--- src/rtl/agu_consts.svh ---
// Width macros for the address generation unit

`ifndef AGU_CONSTS_SVH
`define AGU_CONSTS_SVH

// Data path width
`define AGU_XLEN 32

// Bus address width
`define AGU_ADDR_SIZE 32

// One write-mask bit per data byte
`define AGU_MASK_W (`AGU_XLEN/8)

// AMO state register width
`define AGU_STATE_W 3

`endif

--- src/rtl/agu_pkg.sv ---
// Enums and packed structs for the issue, commit, bus and ALU channels
`include "agu_consts.svh"

package agu_pkg;

  // Instruction class from decode
  typedef enum logic [1:0] {
    LOAD  = 2'd0,
    STORE = 2'd1,
    AMO   = 2'd2,
    NONE  = 2'd3
  } agu_kind_e;

  // Access size, same coding as the bus size field
  typedef enum logic [1:0] {
    BYTE = 2'b00,
    HALF = 2'b01,
    WORD = 2'b10
  } agu_size_e;

  // AMO operation, also the ALU opcode
  typedef enum logic [3:0] {
    ADD  = 4'd0,
    SWAP = 4'd1,
    AND  = 4'd2,
    OR   = 4'd3,
    XOR  = 4'd4,
    MAX  = 4'd5,
    MIN  = 4'd6,
    MAXU = 4'd7,
    MINU = 4'd8
  } agu_amo_e;

  typedef struct packed {
    agu_kind_e kind;
    agu_size_e size;
    agu_amo_e  amo;
  } agu_info_t;

  // One issued memory instruction
  typedef struct packed {
    logic [`AGU_XLEN-1:0] rs1;
    logic [`AGU_XLEN-1:0] rs2;
    logic [`AGU_XLEN-1:0] imm;
    agu_info_t            info;
  } agu_req_t;

  // AMO sequence states
  typedef enum logic [`AGU_STATE_W-1:0] {
    IDLE    = 3'd0,
    FIRST   = 3'd1,
    WAIT2ND = 3'd2,
    SECOND  = 3'd3,
    AMOALU  = 3'd4,
    AMORDY  = 3'd5,
    WBCK    = 3'd6
  } agu_state_e;

  typedef struct packed {
    logic [`AGU_ADDR_SIZE-1:0] addr;
    logic                      read;
    logic [`AGU_XLEN-1:0]      wdata;
    logic [`AGU_MASK_W-1:0]    wmask;
    logic                      lock;
    agu_size_e                 size;
  } icb_cmd_t;

  typedef struct packed {
    logic                 err;
    logic [`AGU_XLEN-1:0] rdata;
  } icb_rsp_t;

  // Write-back and commit record
  typedef struct packed {
    logic [`AGU_XLEN-1:0]      wdat;
    logic                      wbck_err;
    logic                      misalgn;
    logic                      ld;
    logic                      stamo;
    logic                      buserr;
    logic [`AGU_ADDR_SIZE-1:0] badaddr;
  } agu_cmt_t;

  typedef struct packed {
    logic [`AGU_XLEN-1:0] op1;
    logic [`AGU_XLEN-1:0] op2;
    agu_amo_e             op;
  } alu_req_t;

endpackage

--- src/rtl/agu_alu.sv ---
// Shared arithmetic unit for address addition and AMO operations
`timescale 1ns/1ps
`include "agu_consts.svh"

module agu_alu import agu_pkg::*; (
  input  alu_req_t             req,
  output logic [`AGU_XLEN-1:0] res
);

  logic [`AGU_XLEN-1:0] sum;
  logic                 slt;
  logic                 ult;

  // One adder serves the address and AMOADD
  assign sum = req.op1 + req.op2;

  // Comparators shared by the four max/min flavours
  assign slt = $signed(req.op1) < $signed(req.op2);
  assign ult = req.op1 < req.op2;

  always_comb begin
    case (req.op)
      ADD:     res = sum;
      SWAP:    res = req.op2;
      AND:     res = req.op1 & req.op2;
      OR:      res = req.op1 | req.op2;
      XOR:     res = req.op1 ^ req.op2;
      // Signed pair
      MAX:     res = slt ? req.op2 : req.op1;
      MIN:     res = slt ? req.op1 : req.op2;
      // Unsigned pair
      MAXU:    res = ult ? req.op2 : req.op1;
      MINU:    res = ult ? req.op1 : req.op2;
      // Unused codes fall back to the address add
      default: res = sum;
    endcase
  end

endmodule

--- src/rtl/agu_store_align.sv ---
// Misalignment check, store data replication and store write mask
`timescale 1ns/1ps
`include "agu_consts.svh"

module agu_store_align import agu_pkg::*; (
  input  agu_size_e                 size,
  input  logic [`AGU_ADDR_SIZE-1:0] addr,
  input  logic [`AGU_XLEN-1:0]      rs2,
  output logic                      misalgn,
  output logic [`AGU_XLEN-1:0]      wdata,
  output logic [`AGU_MASK_W-1:0]    wmask
);

  // Base masks before the byte offset shift
  localparam logic [`AGU_MASK_W-1:0] MASK_B = `AGU_MASK_W'(1);
  localparam logic [`AGU_MASK_W-1:0] MASK_H = `AGU_MASK_W'(3);
  localparam logic [`AGU_MASK_W-1:0] MASK_W = {`AGU_MASK_W{1'b1}};

  // Halfword needs bit 0 clear, word needs bits 1:0 clear
  assign misalgn = ((size == HALF) & addr[0])
                 | ((size == WORD) & (|addr[1:0]));

  always_comb begin
    case (size)
      BYTE: begin
        // Byte lane repeated on every lane
        wdata = {(`AGU_XLEN/8){rs2[7:0]}};
        wmask = MASK_B << addr[1:0];
      end
      HALF: begin
        wdata = {(`AGU_XLEN/16){rs2[15:0]}};
        // Low or high half by address bit 1
        wmask = MASK_H << {addr[1], 1'b0};
      end
      default: begin
        wdata = rs2;
        wmask = MASK_W;
      end
    endcase
  end

endmodule

--- src/rtl/agu_amo_fsm.sv ---
// AMO read-modify-write FSM with leftover buffers and bus error bit
`timescale 1ns/1ps
`include "agu_consts.svh"

module agu_amo_fsm import agu_pkg::*; (
  input  logic                 clk,
  input  logic                 rst,
  input  logic                 start,
  input  logic                 cmd_ready,
  input  logic                 rsp_valid,
  input  icb_rsp_t             rsp,
  input  logic                 o_ready,
  input  logic [`AGU_XLEN-1:0] alu_res,
  output logic                 rsp_ready,
  output agu_state_e           state,
  output logic [`AGU_XLEN-1:0] leftover,
  output logic [`AGU_XLEN-1:0] leftover_1,
  output logic                 err
);

  agu_state_e state_nxt;
  logic       rsp_hsked;
  logic       first_rsp;
  logic       second_rsp;

  // Responses are never stalled
  assign rsp_ready = 1'b1;
  assign rsp_hsked = rsp_valid & rsp_ready;

  // Read response and write response of the sequence
  assign first_rsp  = (state == FIRST) & rsp_hsked;
  assign second_rsp = (state == SECOND) & rsp_hsked;

  ////////////////////////////////////////////////////////////////////////////
  // State transitions
  ////////////////////////////////////////////////////////////////////////////

  always_comb begin
    state_nxt = state;
    case (state)
      IDLE: begin
        // Locked read accepted by the bus
        if (start) begin
          state_nxt = FIRST;
        end
      end
      FIRST: begin
        if (rsp_hsked) begin
          state_nxt = AMOALU;
        end
      end
      // ALU is free here, so one cycle each
      AMOALU:  state_nxt = AMORDY;
      AMORDY:  state_nxt = WAIT2ND;
      WAIT2ND: begin
        // Write command goes out when the bus takes it
        if (cmd_ready) begin
          state_nxt = SECOND;
        end
      end
      SECOND: begin
        if (rsp_hsked) begin
          state_nxt = WBCK;
        end
      end
      WBCK: begin
        // Old value retired to commit
        if (o_ready) begin
          state_nxt = IDLE;
        end
      end
      default: state_nxt = IDLE;
    endcase
  end

  always_ff @(posedge clk) begin
    if (rst) begin
      state <= IDLE;
    end else begin
      state <= state_nxt;
    end
  end

  ////////////////////////////////////////////////////////////////////////////
  // Leftover buffers
  ////////////////////////////////////////////////////////////////////////////

  // Old memory value, returned on write-back
  always_ff @(posedge clk) begin
    if (first_rsp) begin
      leftover <= rsp.rdata;
    end
  end

  // New value computed from old value and rs2
  always_ff @(posedge clk) begin
    if (state == AMOALU) begin
      leftover_1 <= alu_res;
    end
  end

  // First error blocks the write, second error merges in
  always_ff @(posedge clk) begin
    if (rst) begin
      err <= 1'b0;
    end else if (first_rsp) begin
      err <= rsp.err;
    end else if (second_rsp) begin
      err <= err | rsp.err;
    end
  end

endmodule

--- src/rtl/agu_cmd_route.sv ---
// Operand selection, bus command, commit record and issue handshakes
`timescale 1ns/1ps
`include "agu_consts.svh"

module agu_cmd_route import agu_pkg::*; (
  input  logic                 i_valid,
  input  agu_req_t             i_req,
  input  agu_state_e           state,
  input  logic [`AGU_XLEN-1:0] leftover,
  input  logic [`AGU_XLEN-1:0] leftover_1,
  input  logic                 err,
  input  logic [`AGU_XLEN-1:0] alu_res,
  input  logic                 misalgn,
  input  logic [`AGU_XLEN-1:0] st_wdata,
  input  logic [`AGU_MASK_W-1:0] st_wmask,
  input  logic                 cmd_ready,
  input  logic                 o_ready,
  output alu_req_t             alu_req,
  output logic                 start,
  output logic                 i_ready,
  output logic                 cmd_valid,
  output icb_cmd_t             cmd,
  output logic                 o_valid,
  output agu_cmt_t             o_cmt
);

  logic is_idle, is_wbck;
  logic is_load, is_store, is_amo;
  logic unalgn, algn_ldst, unalgn_ldst, algn_amo, unalgn_amo;
  logic cmd_hsked;

  assign is_idle  = (state == IDLE);
  assign is_wbck  = (state == WBCK);
  assign is_load  = (i_req.info.kind == LOAD);
  assign is_store = (i_req.info.kind == STORE);
  assign is_amo   = (i_req.info.kind == AMO);

  // Only an aligned AMO ever leaves IDLE, so the check counts in IDLE only
  assign unalgn      = is_idle & misalgn;
  assign algn_ldst   = ~unalgn & (is_load | is_store);
  assign unalgn_ldst = unalgn & (is_load | is_store);
  assign algn_amo    = ~unalgn & is_amo;
  assign unalgn_amo  = unalgn & is_amo;

  ////////////////////////////////////////////////////////////////////////////
  // ALU operands
  ////////////////////////////////////////////////////////////////////////////

  always_comb begin
    alu_req = '{op1: '0, op2: '0, op: ADD};
    case (state)
      // Address is rs1 plus imm, AMOs use offset zero
      IDLE: alu_req = '{op1: i_req.rs1, op2: is_amo ? '0 : i_req.imm, op: ADD};
      AMOALU: alu_req = '{op1: leftover, op2: i_req.rs2, op: i_req.info.amo};
      // Address for the write half of the AMO
      WAIT2ND, SECOND, WBCK: alu_req = '{op1: i_req.rs1, op2: '0, op: ADD};
      default: alu_req = '{op1: '0, op2: '0, op: ADD};
    endcase
  end

  ////////////////////////////////////////////////////////////////////////////
  // Handshakes
  ////////////////////////////////////////////////////////////////////////////

  // Commit must be ready too, so command and commit leave together
  assign cmd_valid = (algn_ldst & i_valid & o_ready)
                   | (algn_amo & ((is_idle & i_valid & o_ready) | (state == WAIT2ND)));
  assign cmd_hsked = cmd_valid & cmd_ready;
  assign start     = is_idle & algn_amo & cmd_hsked;

  // AMO retires on the write-back exit, others in the issue cycle
  assign i_ready = algn_amo ? (is_wbck & o_ready) : (cmd_ready & o_ready);

  // Same-cycle commit always waits for the bus side
  assign o_valid = is_wbck
                 | (i_valid & (algn_ldst | unalgn_ldst | unalgn_amo) & cmd_ready);

  ////////////////////////////////////////////////////////////////////////////
  // Command and commit payloads
  ////////////////////////////////////////////////////////////////////////////

  assign cmd.addr  = alu_res[`AGU_ADDR_SIZE-1:0];
  assign cmd.read  = (algn_ldst & is_load) | (algn_amo & is_idle);
  assign cmd.wdata = is_amo ? leftover_1 : st_wdata;
  // Failed read suppresses the AMO write
  assign cmd.wmask = is_amo ? (err ? '0 : {`AGU_MASK_W{1'b1}}) : st_wmask;
  assign cmd.lock  = algn_amo & is_idle;
  assign cmd.size  = i_req.info.size;

  assign o_cmt.wdat     = algn_amo ? leftover : '0;
  assign o_cmt.buserr   = algn_amo & err;
  assign o_cmt.misalgn  = unalgn_ldst | unalgn_amo;
  assign o_cmt.ld       = is_load;
  assign o_cmt.stamo    = is_store | is_amo;
  assign o_cmt.badaddr  = cmd.addr;
  assign o_cmt.wbck_err = o_cmt.buserr | o_cmt.misalgn;

endmodule

--- src/rtl/agu_top.sv ---
// Address generation unit top level, route, ALU, store align and AMO FSM
`timescale 1ns/1ps
`include "agu_consts.svh"

module agu_top import agu_pkg::*; (
  input  logic     clk,
  input  logic     rst,
  // Issue
  input  logic     i_valid,
  output logic     i_ready,
  input  agu_req_t i_req,
  // Commit
  output logic     o_valid,
  input  logic     o_ready,
  output agu_cmt_t o_cmt,
  // Bus command
  output logic     cmd_valid,
  input  logic     cmd_ready,
  output icb_cmd_t cmd,
  // Bus response
  input  logic     rsp_valid,
  input  icb_rsp_t rsp
);

  alu_req_t               alu_req;
  logic [`AGU_XLEN-1:0]   alu_res;
  logic                   start;
  agu_state_e             state;
  logic [`AGU_XLEN-1:0]   leftover;
  logic [`AGU_XLEN-1:0]   leftover_1;
  logic                   err;
  logic                   misalgn;
  logic [`AGU_XLEN-1:0]   st_wdata;
  logic [`AGU_MASK_W-1:0] st_wmask;

  agu_cmd_route u_cmd_route (
    .i_valid    (i_valid),
    .i_req      (i_req),
    .state      (state),
    .leftover   (leftover),
    .leftover_1 (leftover_1),
    .err        (err),
    .alu_res    (alu_res),
    .misalgn    (misalgn),
    .st_wdata   (st_wdata),
    .st_wmask   (st_wmask),
    .cmd_ready  (cmd_ready),
    .o_ready    (o_ready),
    .alu_req    (alu_req),
    .start      (start),
    .i_ready    (i_ready),
    .cmd_valid  (cmd_valid),
    .cmd        (cmd),
    .o_valid    (o_valid),
    .o_cmt      (o_cmt)
  );

  // Address adder doubles as the AMO datapath
  agu_alu u_alu (
    .req (alu_req),
    .res (alu_res)
  );

  // Checks the computed address
  agu_store_align u_store_align (
    .size    (i_req.info.size),
    .addr    (alu_res[`AGU_ADDR_SIZE-1:0]),
    .rs2     (i_req.rs2),
    .misalgn (misalgn),
    .wdata   (st_wdata),
    .wmask   (st_wmask)
  );

  // Response ready stays internal, it is tied high
  agu_amo_fsm u_amo_fsm (
    .clk        (clk),
    .rst        (rst),
    .start      (start),
    .cmd_ready  (cmd_ready),
    .rsp_valid  (rsp_valid),
    .rsp        (rsp),
    .o_ready    (o_ready),
    .alu_res    (alu_res),
    .rsp_ready  (),
    .state      (state),
    .leftover   (leftover),
    .leftover_1 (leftover_1),
    .err        (err)
  );

endmodule

--- config.mk ---
export PLATFORM = sky130hd
export DESIGN_NAME = agu_top
export DESIGN_NICKNAME = d
export VERILOG_FILES = /design/src/rtl/agu_pkg.sv /design/src/rtl/agu_alu.sv /design/src/rtl/agu_store_align.sv /design/src/rtl/agu_amo_fsm.sv /design/src/rtl/agu_cmd_route.sv /design/src/rtl/agu_top.sv
export VERILOG_INCLUDE_DIRS = /design/src /design/src/rtl
export SDC_FILE = /design/constraint.sdc
export NUM_CORES = 1
export LEC_CHECK = 0
export BUFFER_PORTS_ARGS = -buffer_cell sky130_fd_sc_hd__buf_2
export CORE_MARGIN = 4
export CORE_UTILIZATION = 45
export DETAILED_ROUTE_END_ITERATION = 12
export PLACE_DENSITY_LB_ADDON = 0.08
export SYNTH_ARGS = -nofsm -noshare
export SYNTH_HDL_FRONTEND = slang
export SYNTH_SLANG_ARGS = --single-unit
--- constraint.sdc ---
create_clock -name clk -period 21.2 [get_ports clk]
set_input_delay 2.12 -clock clk [delete_from_list [all_inputs] [get_ports clk]]
set_output_delay 2.12 -clock clk [all_outputs]
set_load 0.01 [all_outputs]
==> results of run 1 <==
==> power groups by stage <==
stage	Sequential [mW]	Combinational, mW	Clock (mW)
floorplan	0.155	0.178	0
global placement	0.155	0.254	0
detailed placement	0.155	0.254	0
CTS	0.152	0.256	0.155
global route	0.152	0.279	0.160
finish	0.152	0.258	0.151
==> metrics by stage <==
step / total power, mW / area (um2)
2_1_floorplan: 0.333 / 8680
3_3_place_gp: 0.409 / 9940
3_5_place_dp: 0.410 / 9940
4_1_cts: 0.563 / 10200
5_1_grt: 0.591 / 10200
6_report: 0.561 / 10200
==> worst max-delay path: cells and delay by family <==
family / cells / cell delay [ns]
buffers and inverters: 6 / 1.43
adder cells (fa/ha/maj): 2 / 0.97
AND/OR/NAND/NOR: 5 / 1.40
multiplexers: 1 / 0.24
AO/OA/AOI/OAI: 7 / 2.14
==> metal layers <==
metal  track usage (%)  vias up
met5                 0        -
met4              7.71        0
met3              4.90       38
met2              43.5      491
met1              41.4     4236
li1                  -     4229
==> layout make-up <==
type / count / area [um2]
Inverter: 85 / 320
Sequential cell: 68 / 2000
Clock inverter: 5 / 52.6
Multi-Input combinational cell: 797 / 5790
Clock buffer: 11 / 233
Timing Repair Buffer: 296 / 1510
Fill cell: 1813 / 8600
Tap cell: 260 / 325
==> worst paths after layout <==
path	from	endpoint	slack, ns	depth (start not counted)
setup reg to reg	u_amo_fsm.state[1]	u_amo_fsm.leftover_1[29]	13.72	18
setup / recovery	i_req[6]	cmd[69]	10.78	21
hold reg to reg	u_amo_fsm.err	u_amo_fsm.err	0.52	2
hold / removal	u_amo_fsm.err	u_amo_fsm.err	0.52	2
==> synthesized netlist by cell type (all sizes together) (21+ instances only) <==
cell type | count | share of area [%]
and2 | 38 | 2.8
o211ai | 23 | 2.0
mux2i | 29 | 3.5
nor2 | 64 | 2.8
inv | 85 | 3.7
ha | 99 | 14
a22oi | 67 | 5.8
o21ai | 63 | 3.7
buf | 56 | 4.7
nand2 | 81 | 3.5
a21oi | 86 | 5.0
o22ai | 21 | 1.5
edfxtp | 64 | 22
clkbuf | 52 | 2.4
==> state kept, by name, indices dropped and copies added, names as in the netlist <==
| name | flops |
|---|---|
| u_amo_fsm.state | 3 |
| u_amo_fsm.leftover_1 | 32 |
| u_amo_fsm.err | 1 |
| u_amo_fsm.leftover | 32 |
==> cell families (layout without fill, tap and decap cells) <==
family	Yosys count	count (layout)	share of synthesized area [%]
mux	38	38	4.66
compound gates	378	378	30.0
buf+inv	193	397	10.7
flops	68	68	23.1
fa+ha+maj	100	100	14.5
xor+xnor	26	26	2.62
simple gates	255	255	14.4
==> impl_metrics.ini, run 1 <==
[run_status]
status = complete, no violations

[synth]
ys.flop_type = edfxtp_1
ys_types = 82
yosysSeqAreaShare_pct = 23.1
synth_enable_flop_cells = 64
synth.cell_area_mm2 = 0.00868
ys_seq_elements = 68
synth_area_per_cell_um2 = 8.20
synth-warning-count = 0
synth_nets = 1301
synthArstFlopShare_pct = 0
synthCells = 1058

[layout]
insertedDiodeCount = 0
final_cell_mix = buf_2 (286), ha_1 (98), a21oi_1 (86)
fin_util_pct = 54.3
drive_gt1_share_pct = 27.7
area_growth_pct = 17.9
final_cells = 1522
nets = 1500
mostFrequentLayoutCell = buf_2

[route]
wl_per_cell_um = 21.0
drtPass1Iterations = 5
wl_met3_um = 2940
ant_nets = 0
vias = 8994
drc_errors = 0
met1_length_um = 14600
drt_iter0_markers = 949
viasPerCell = 5.91
totalWireLength_um = 32000
maxUsedRoutingLayer = met4
route.met2.wl_um = 13900

[place]
placed_cells_incl_taps = 1506
gp_congestion = 0.966
hpwl_um = 24800
preCtsSetupSlack_ns = 10.92
io_buffers = 286

[sta]
setup_tns_ns = 0
rsz0062_at_grt = false
worst_pin_slew_ns = 1.07
final-hold-violation-count = 0
clock_skew_ns = 0.0128
max_freq_ghz = 0.0960
holdWs_ns = 0.523
setup_slack_ns = 10.78
setup_viol = 0
period_share_pct = 49.1
slew_viol_final = 0
final.min_clock_period_ns = 10.42
slew_headroom_pct = 28.3

[cts]
post_cts_buffers = 0
cts_resized = 0
path_clk_slew_ns = 0.06
ctsHoldBuffers = 0
tritoncts = built
clockBufferDepth = 2
cts_htree_levels = 3
cts_made_buffers = 9
clock_latency_ns = 0.35
cts_root_buf = clkbuf_16
cts_sinks = 68

[grt]
grt_pass1_vias = 8288
antenna_found_initial = 0
grt.overflow.total = 0
grt_max_degree = 70
track_usage_pct = 28.4
grt_pass1_wl_um = 48500

[worst_setup_path]
cp_common_cell = buf_4
end_kind = output pin
crit_required_ns = 19.08
start_kind = input pin
crit_type = input pin to output pin
slowest_delay_ns = 0.92
slowest_stage = a211oi_2
arrival_ns = 8.30
crit_chain = buf_2 > inv_1 > ha_2 > buf_4 > nor4_2 > buf_4 > a22oi_1 > ha_1 > nor4b_1 > nand3_1 > a21oi_1 > a211oi_4 > nand2_1 > or2_1 > mux2i_1 > o21ai_1 > a211oi_2 > buf_4 > o22ai_1 > a211o_1 > buf_2
cp_max_fo = 69

[floorplanning]
dieArea_mm2 = 0.0216
ios = 287
die_y_um = 147
start_util_pct = 46.1
core_mm2 = 0.0188
rows = 50
die_w_um = 147

[power_and_ir_drop]
p_leak_nw = 4.87
p_int_uw = 341
peakVddDrop_mv = 0.0383
swShare_pct = 39.2
pwr-share-clk_pct = 26.9
power.share.combinational_pct = 45.9
seq_power_share_pct = 27.2
powerDensity_mw_per_mm2 = 54.8
p_sw_uw = 220

[min_path]
holdCritPathClass = flop to flop

[flow_run]
drv_cap = 0
No activity file was read; power rests on OpenSTA's default activity.
==> inputs of run 2 (changes only) <==
--- a/config.mk
+++ b/config.mk
@@ -6,6 +6,7 @@
 export SDC_FILE = /design/constraint.sdc
 export NUM_CORES = 1
 export LEC_CHECK = 0
+export ABC_AREA = 1
 export BUFFER_PORTS_ARGS = -buffer_cell sky130_fd_sc_hd__buf_2
 export CORE_MARGIN = 4
 export CORE_UTILIZATION = 45
==> constraint.sdc (replaced) <==
create_clock -name clk -period 9.26 [get_ports clk]
set_input_delay 0.926 -clock clk [delete_from_list [all_inputs] [get_ports clk]]
set_output_delay 0.926 -clock clk [all_outputs]
set_load 0.01 [all_outputs]
==> impl_metrics.ini, run 2 <==
[run_status]
status = complete, no violations

[worst_setup_path]
crit_required_ns = 8.33
crit_type = input pin to output pin
reg2reg_from = u_amo_fsm.state[2]
r2r_cells = 19
critPathLaunch = i_req[6]
rrSetupSlack_ns = 3.24
cp_max_fo = 45
setup.worst_path.end = o_cmt[27]
end_kind = output pin
arrival_ns = 6.53
start_kind = input pin
rr_endpoint = u_amo_fsm.leftover_1[25]

[cts]
cts_sinks = 68
ctsHoldBuffers = 0
tritoncts = built
cts_resized = 0
cts_root_buf = clkbuf_16
clock_latency_ns = 0.34
post_cts_buffers = 0
path_clk_slew_ns = 0.05
clockBufferDepth = 2
cts_htree_levels = 3
cts_made_buffers = 9

[power_and_ir_drop]
power_mw = 3.48
seq_power_share_pct = 14.7
p_int_mw = 1.52
p_sw_mw = 1.96
pwr-share-clk_pct = 9.8
powerDensity_mw_per_mm2 = 334
peakVddDrop_mv = 0.136
swShare_pct = 56.3
power.share.combinational_pct = 75.4
p_leak_nw = 5.52

[sta]
worst_pin_slew_ns = 1.02
holdWs_ns = 0.482
period_share_pct = 80.5
max_freq_ghz = 0.134
final.min_clock_period_ns = 7.46
setup_viol = 0
clock_skew_ns = 0.00830
rsz0062_at_grt = false
final-hold-violation-count = 0
slew_viol_final = 0
slew_headroom_pct = 31.9
setup_tns_ns = 0

[min_path]
min_path_cells = 2
holdCritPathClass = flop to flop

[layout]
nFillCells = 1920
final_cell_mix = buf_2 (286), inv_1 (259), nand2_1 (219)
mostFrequentLayoutCell = buf_2
drive_gt1_share_pct = 22.1
top_regs = u_amo_fsm.leftover x32, u_amo_fsm.leftover_1 x32, u_amo_fsm.state x3
fin_util_pct = 55.1
area_growth_pct = 19.2
insertedDiodeCount = 0
nets = 1761
final_cells = 1783

[synth]
synth-warning-count = 0
ys_seq_elements = 68
synth_area_per_cell_um2 = 6.76
synth.cell_area_mm2 = 0.00873
synthArstFlopShare_pct = 0
synthCells = 1291
synth_enable_flop_cells = 64
ys_types = 51
ys.flop_type = edfxtp_1
netlist_top_cells_count = inv_1 (259), nand2_1 (219), nor2_1 (114)
synth_top_area_share_pct = 22.0
synth_largest_area_cell = edfxtp_1
synth_area_leaders = edfxtp_1 (22%), ha_1 (14%), inv_1 (11%)
synth_nets = 1534
yosysSeqAreaShare_pct = 22.9
yosysMostFrequentCell = inv_1

[route]
ant_nets = 0
totalWireLength_um = 33800
viasPerCell = 5.54
drc_errors = 0
drtPass1Iterations = 5
drt_iter0_markers = 1208
wl_per_cell_um = 19.0
vias = 9875

[floorplanning]
rows = 50
die_y_um = 147
ios = 287
die_w_um = 147
core_mm2 = 0.0189
start_util_pct = 46.2
dieArea_mm2 = 0.0217

[grt]
grt_use_met3_pct = 6.42
antenna_found_initial = 0
grt_pass1_vias = 8993
gr-usage-met2_pct = 43.8
grt_max_degree = 69
use_met1_pct = 43.9
grt.overflow.total = 0
grt-busiest-layer = met1
track_usage_pct = 29.8
grt_pass1_wl_um = 51100

[flow_run]
drv_cap = 0

[place]
gp_congestion = 1.01
io_buffers = 286
hpwl_um = 26800
placed_cells_incl_taps = 1767
## run 2: how the worst min path moves through the flow
stage / start / endpoint / slack (ns)
final: u_amo_fsm.err / u_amo_fsm.err / 0.48
after global routing: u_amo_fsm.err / u_amo_fsm.err / 0.54
after CTS: u_amo_fsm.err / u_amo_fsm.err / 0.48
after detailed placement: u_amo_fsm.err / u_amo_fsm.err / 0.48
after global placement: u_amo_fsm.err / u_amo_fsm.err / 0.49
after floorplan: u_amo_fsm.err / u_amo_fsm.err / 0.43
## run 2: worst max-delay path, cell delays in order
cell	delay, ns
buf_2	0.11
inv_1	0.08
ha_1	0.15
buf_4	0.37
clkinv_1	0.12
buf_4	0.24
nand2_1	0.24
buf_4	0.35
o22ai_1	0.23
ha_1	0.45
inv_1	0.10
a21o_1	0.16
a21oi_1	0.12
nand2_1	0.10
nand2_1	0.06
nand2_1	0.08
nand2_2	0.17
nand2_4	0.11
nand2_1	0.15
nand2_1	0.14
nand2_2	0.11
nand4_2	0.76
a2111oi_0	0.67
a22oi_1	0.29
buf_2	0.23
## run 2: final cells by class
| cell class | instances | area [um2] | share of cell area, % |
|---|---|---|---|
| clock buffer | 14 | 254 | 2.44 |
| clock inverter | 2 | 35.0 | 0.337 |
| inverter | 268 | 1010 | 9.69 |
| multi-input combinational | 876 | 5280 | 50.8 |
| sequential | 68 | 2000 | 19.2 |
| tap | 260 | 325 | 3.13 |
| timing repair buffer | 295 | 1500 | 14.4 |
## run 2: per-stage QoR
| step | instance area, um2 | worst slack [ns] |
|---|---|---|
| 2_1_floorplan | 8730 | 3.48 |
| 3_3_place_gp | 10100 | 2.11 |
| 3_5_place_dp | 10100 | 1.99 |
| 4_1_cts | 10400 | 1.97 |
| 5_1_grt | 10400 | 1.42 |
| 6_report | 10400 | 1.80 |
## run 2: per-layer routing
metal	wire, um	vias up
li1	-	4749
met1	15100	4447
met2	14000	628
met3	3900	51
met4	780	0
met5	0	-
## run 2: cells by family after synthesis
family	Yosys count	synth area share (%)
AO/OA/AOI/OAI	347	24.6
XOR/XNOR	15	1.51
adder cells (fa/ha/maj)	100	14.4
buffers and inverters	347	16.6
flip-flops	68	22.9
AND/OR/NAND/NOR	414	20.0
## run 2: power by group through the flow
stage,combinational (mW),sequential (mW),clock (mW)
final,2.62,0.513,0.342
after global routing,2.86,0.520,0.366
after CTS,2.58,0.512,0.349
after detailed placement,2.57,0.518,0
after global placement,2.56,0.516,0
after floorplan,1.82,0.508,0
==> inputs of run 3 (changes only) <==
==> constraint.sdc (replaced) <==
create_clock -name clk -period 7.71 [get_ports clk]
set_input_delay 0.771 -clock clk [delete_from_list [all_inputs] [get_ports clk]]
set_output_delay 0.771 -clock clk [all_outputs]
set_load 0.01 [all_outputs]
==> impl_metrics.ini, run 3 (same netlist as run 2, synthesis figures left out) <==
[cts]
path_clk_slew_ns = 0.06
cts_resized = 0
clockBufferDepth = 2
cts_sinks = 68
cts_root_buf = clkbuf_16
cts_htree_levels = 3
ctsHoldBuffers = 0
tritoncts = built
cts_made_buffers = 9
post_cts_buffers = 0
clock_latency_ns = 0.35

[grt]
antenna_found_initial = 0
grt_pass1_wl_um = 51800
grt.overflow.total = 0
grt_max_degree = 69
track_usage_pct = 30.3
grt_pass1_vias = 8997

[layout]
drive_gt1_share_pct = 22.2
area_growth_pct = 19.5
top_regs = u_amo_fsm.leftover x32, u_amo_fsm.leftover_1 x32, u_amo_fsm.state x3
nFillCells = 1951
final_cell_area_mm2 = 0.0104
nets = 1760
final_cell_mix = buf_2 (286), inv_1 (259), nand2_1 (219)
insertedDiodeCount = 0
mostFrequentLayoutCell = buf_2

[min_path]
hold_start = u_amo_fsm.err
min_to = u_amo_fsm.err
min_path_cells = 2
holdCritPathClass = flop to flop

[sta]
setup_viol = 0
holdWs_ns = 0.494
slew_headroom_pct = 19.8
setup_slack_ns = 0.692
worst_pin_slew_ns = 1.20
rsz0062_at_grt = false
max_freq_ghz = 0.142
slew_viol_final = 0
final.min_clock_period_ns = 7.02
setup_tns_ns = 0
clock_skew_ns = 0.00495
period_share_pct = 91.0
final-hold-violation-count = 0

[worst_setup_path]
rrSetupSlack_ns = 1.79
rr_endpoint = u_amo_fsm.leftover_1[25]
end_kind = output pin
reg2reg_from = u_amo_fsm.state[2]
arrival_ns = 6.25
crit_type = flop to output pin
cp_max_fo = 68
r2r_cells = 19
crit_required_ns = 6.94
start_kind = flop

[floorplanning]
start_util_pct = 46.2
rows = 50
core_mm2 = 0.0189
dieArea_mm2 = 0.0217
ios = 287
die_y_um = 147
die_w_um = 147

[power_and_ir_drop]
powerDensity_mw_per_mm2 = 404
p_leak_nw = 5.53
peakVddDrop_mv = 0.163
power_mw = 4.21

[route]
drc_errors = 0
vias = 9843
wl_per_cell_um = 19.2
viasPerCell = 5.52
drt_iter0_markers = 1049
ant_nets = 0
drtPass1Iterations = 6
totalWireLength_um = 34200

[flow_run]
drv_cap = 0

[place]
preCtsSetupSlack_ns = 1.23
gp_congestion = 0.984
place_area_mm2 = 0.0101
hpwl_um = 26900
io_buffers = 286

[run_status]
status = complete, no violations
[run 3: changes by cell type in the layout (fill, tap and decap cells not counted)]
cell	change
clkbuf_8	+3
clkbuf_1	-2
buf_4	-1
clkinv_2	-1
[run 3: report_power, final]
part	total [mW]	switching, mW	internal (mW)
Sequential	0.614	0.0373	0.576
Clock	0.444	0.158	0.286
Combinational	3.15	2.16	0.994
[run 3: layer usage]
metal	GRT usage, %	wire, um
met4	8.39	738
met3	5.95	3660
met1	45.3	15700
met5	0	0
met2	44.4	14100
[run 3: layout make-up]
type | count | area, um2 | area share, %
Clock buffer | 15 | 288 | 2.76
Clock inverter | 1 | 30.0 | 0.288
Inverter | 268 | 1010 | 9.67
Multi-Input combinational cell | 876 | 5280 | 50.6
Sequential cell | 68 | 2000 | 19.2
Tap cell | 260 | 325 | 3.12
Timing Repair Buffer | 294 | 1490 | 14.3
[run 3: how the worst max path moves through the flow]
stage	endpoint	cells after the start	slack, ns	start
after floorplan	o_cmt[21]	22	2.24	i_req[6]
after global placement	o_cmt[25]	20	1.33	u_amo_fsm.state[2]
after detailed placement	cmd[62]	27	1.23	u_amo_fsm.state[2]
after CTS	cmd[62]	27	0.86	u_amo_fsm.state[2]
after global routing	cmd[62]	27	0.29	u_amo_fsm.state[2]
final	o_cmt[25]	20	0.69	u_amo_fsm.state[2]
[run 3: critical path: stages (launching register included)]
cell	delay (ns)
dfxtp_1	0.50
nand3_4	0.51
inv_4	0.79
a22oi_1	0.32
inv_1	0.21
ha_1	0.28
nand3_1	0.09
nand3_1	0.13
a21oi_1	0.28
o21ai_0	0.17
inv_1	0.09
o21ai_0	0.15
a21o_1	0.25
a21oi_1	0.25
o21ai_0	0.22
a21boi_0	0.46
o21ai_0	0.18
o21ai_0	0.17
inv_1	0.05
a21oi_1	0.50
buf_2	0.26
[run 3: metrics by stage]
| step | utilization (%) | instances |
|---|---|---|
| 4_1_cts | 55.2 | 1782 |
| 3_5_place_dp | 53.5 | 1766 |
| 5_1_grt | 55.2 | 1782 |
| 3_3_place_gp | 53.5 | 1766 |
| 6_report | 55.2 | 1782 |
| 2_1_floorplan | - | 1291 |
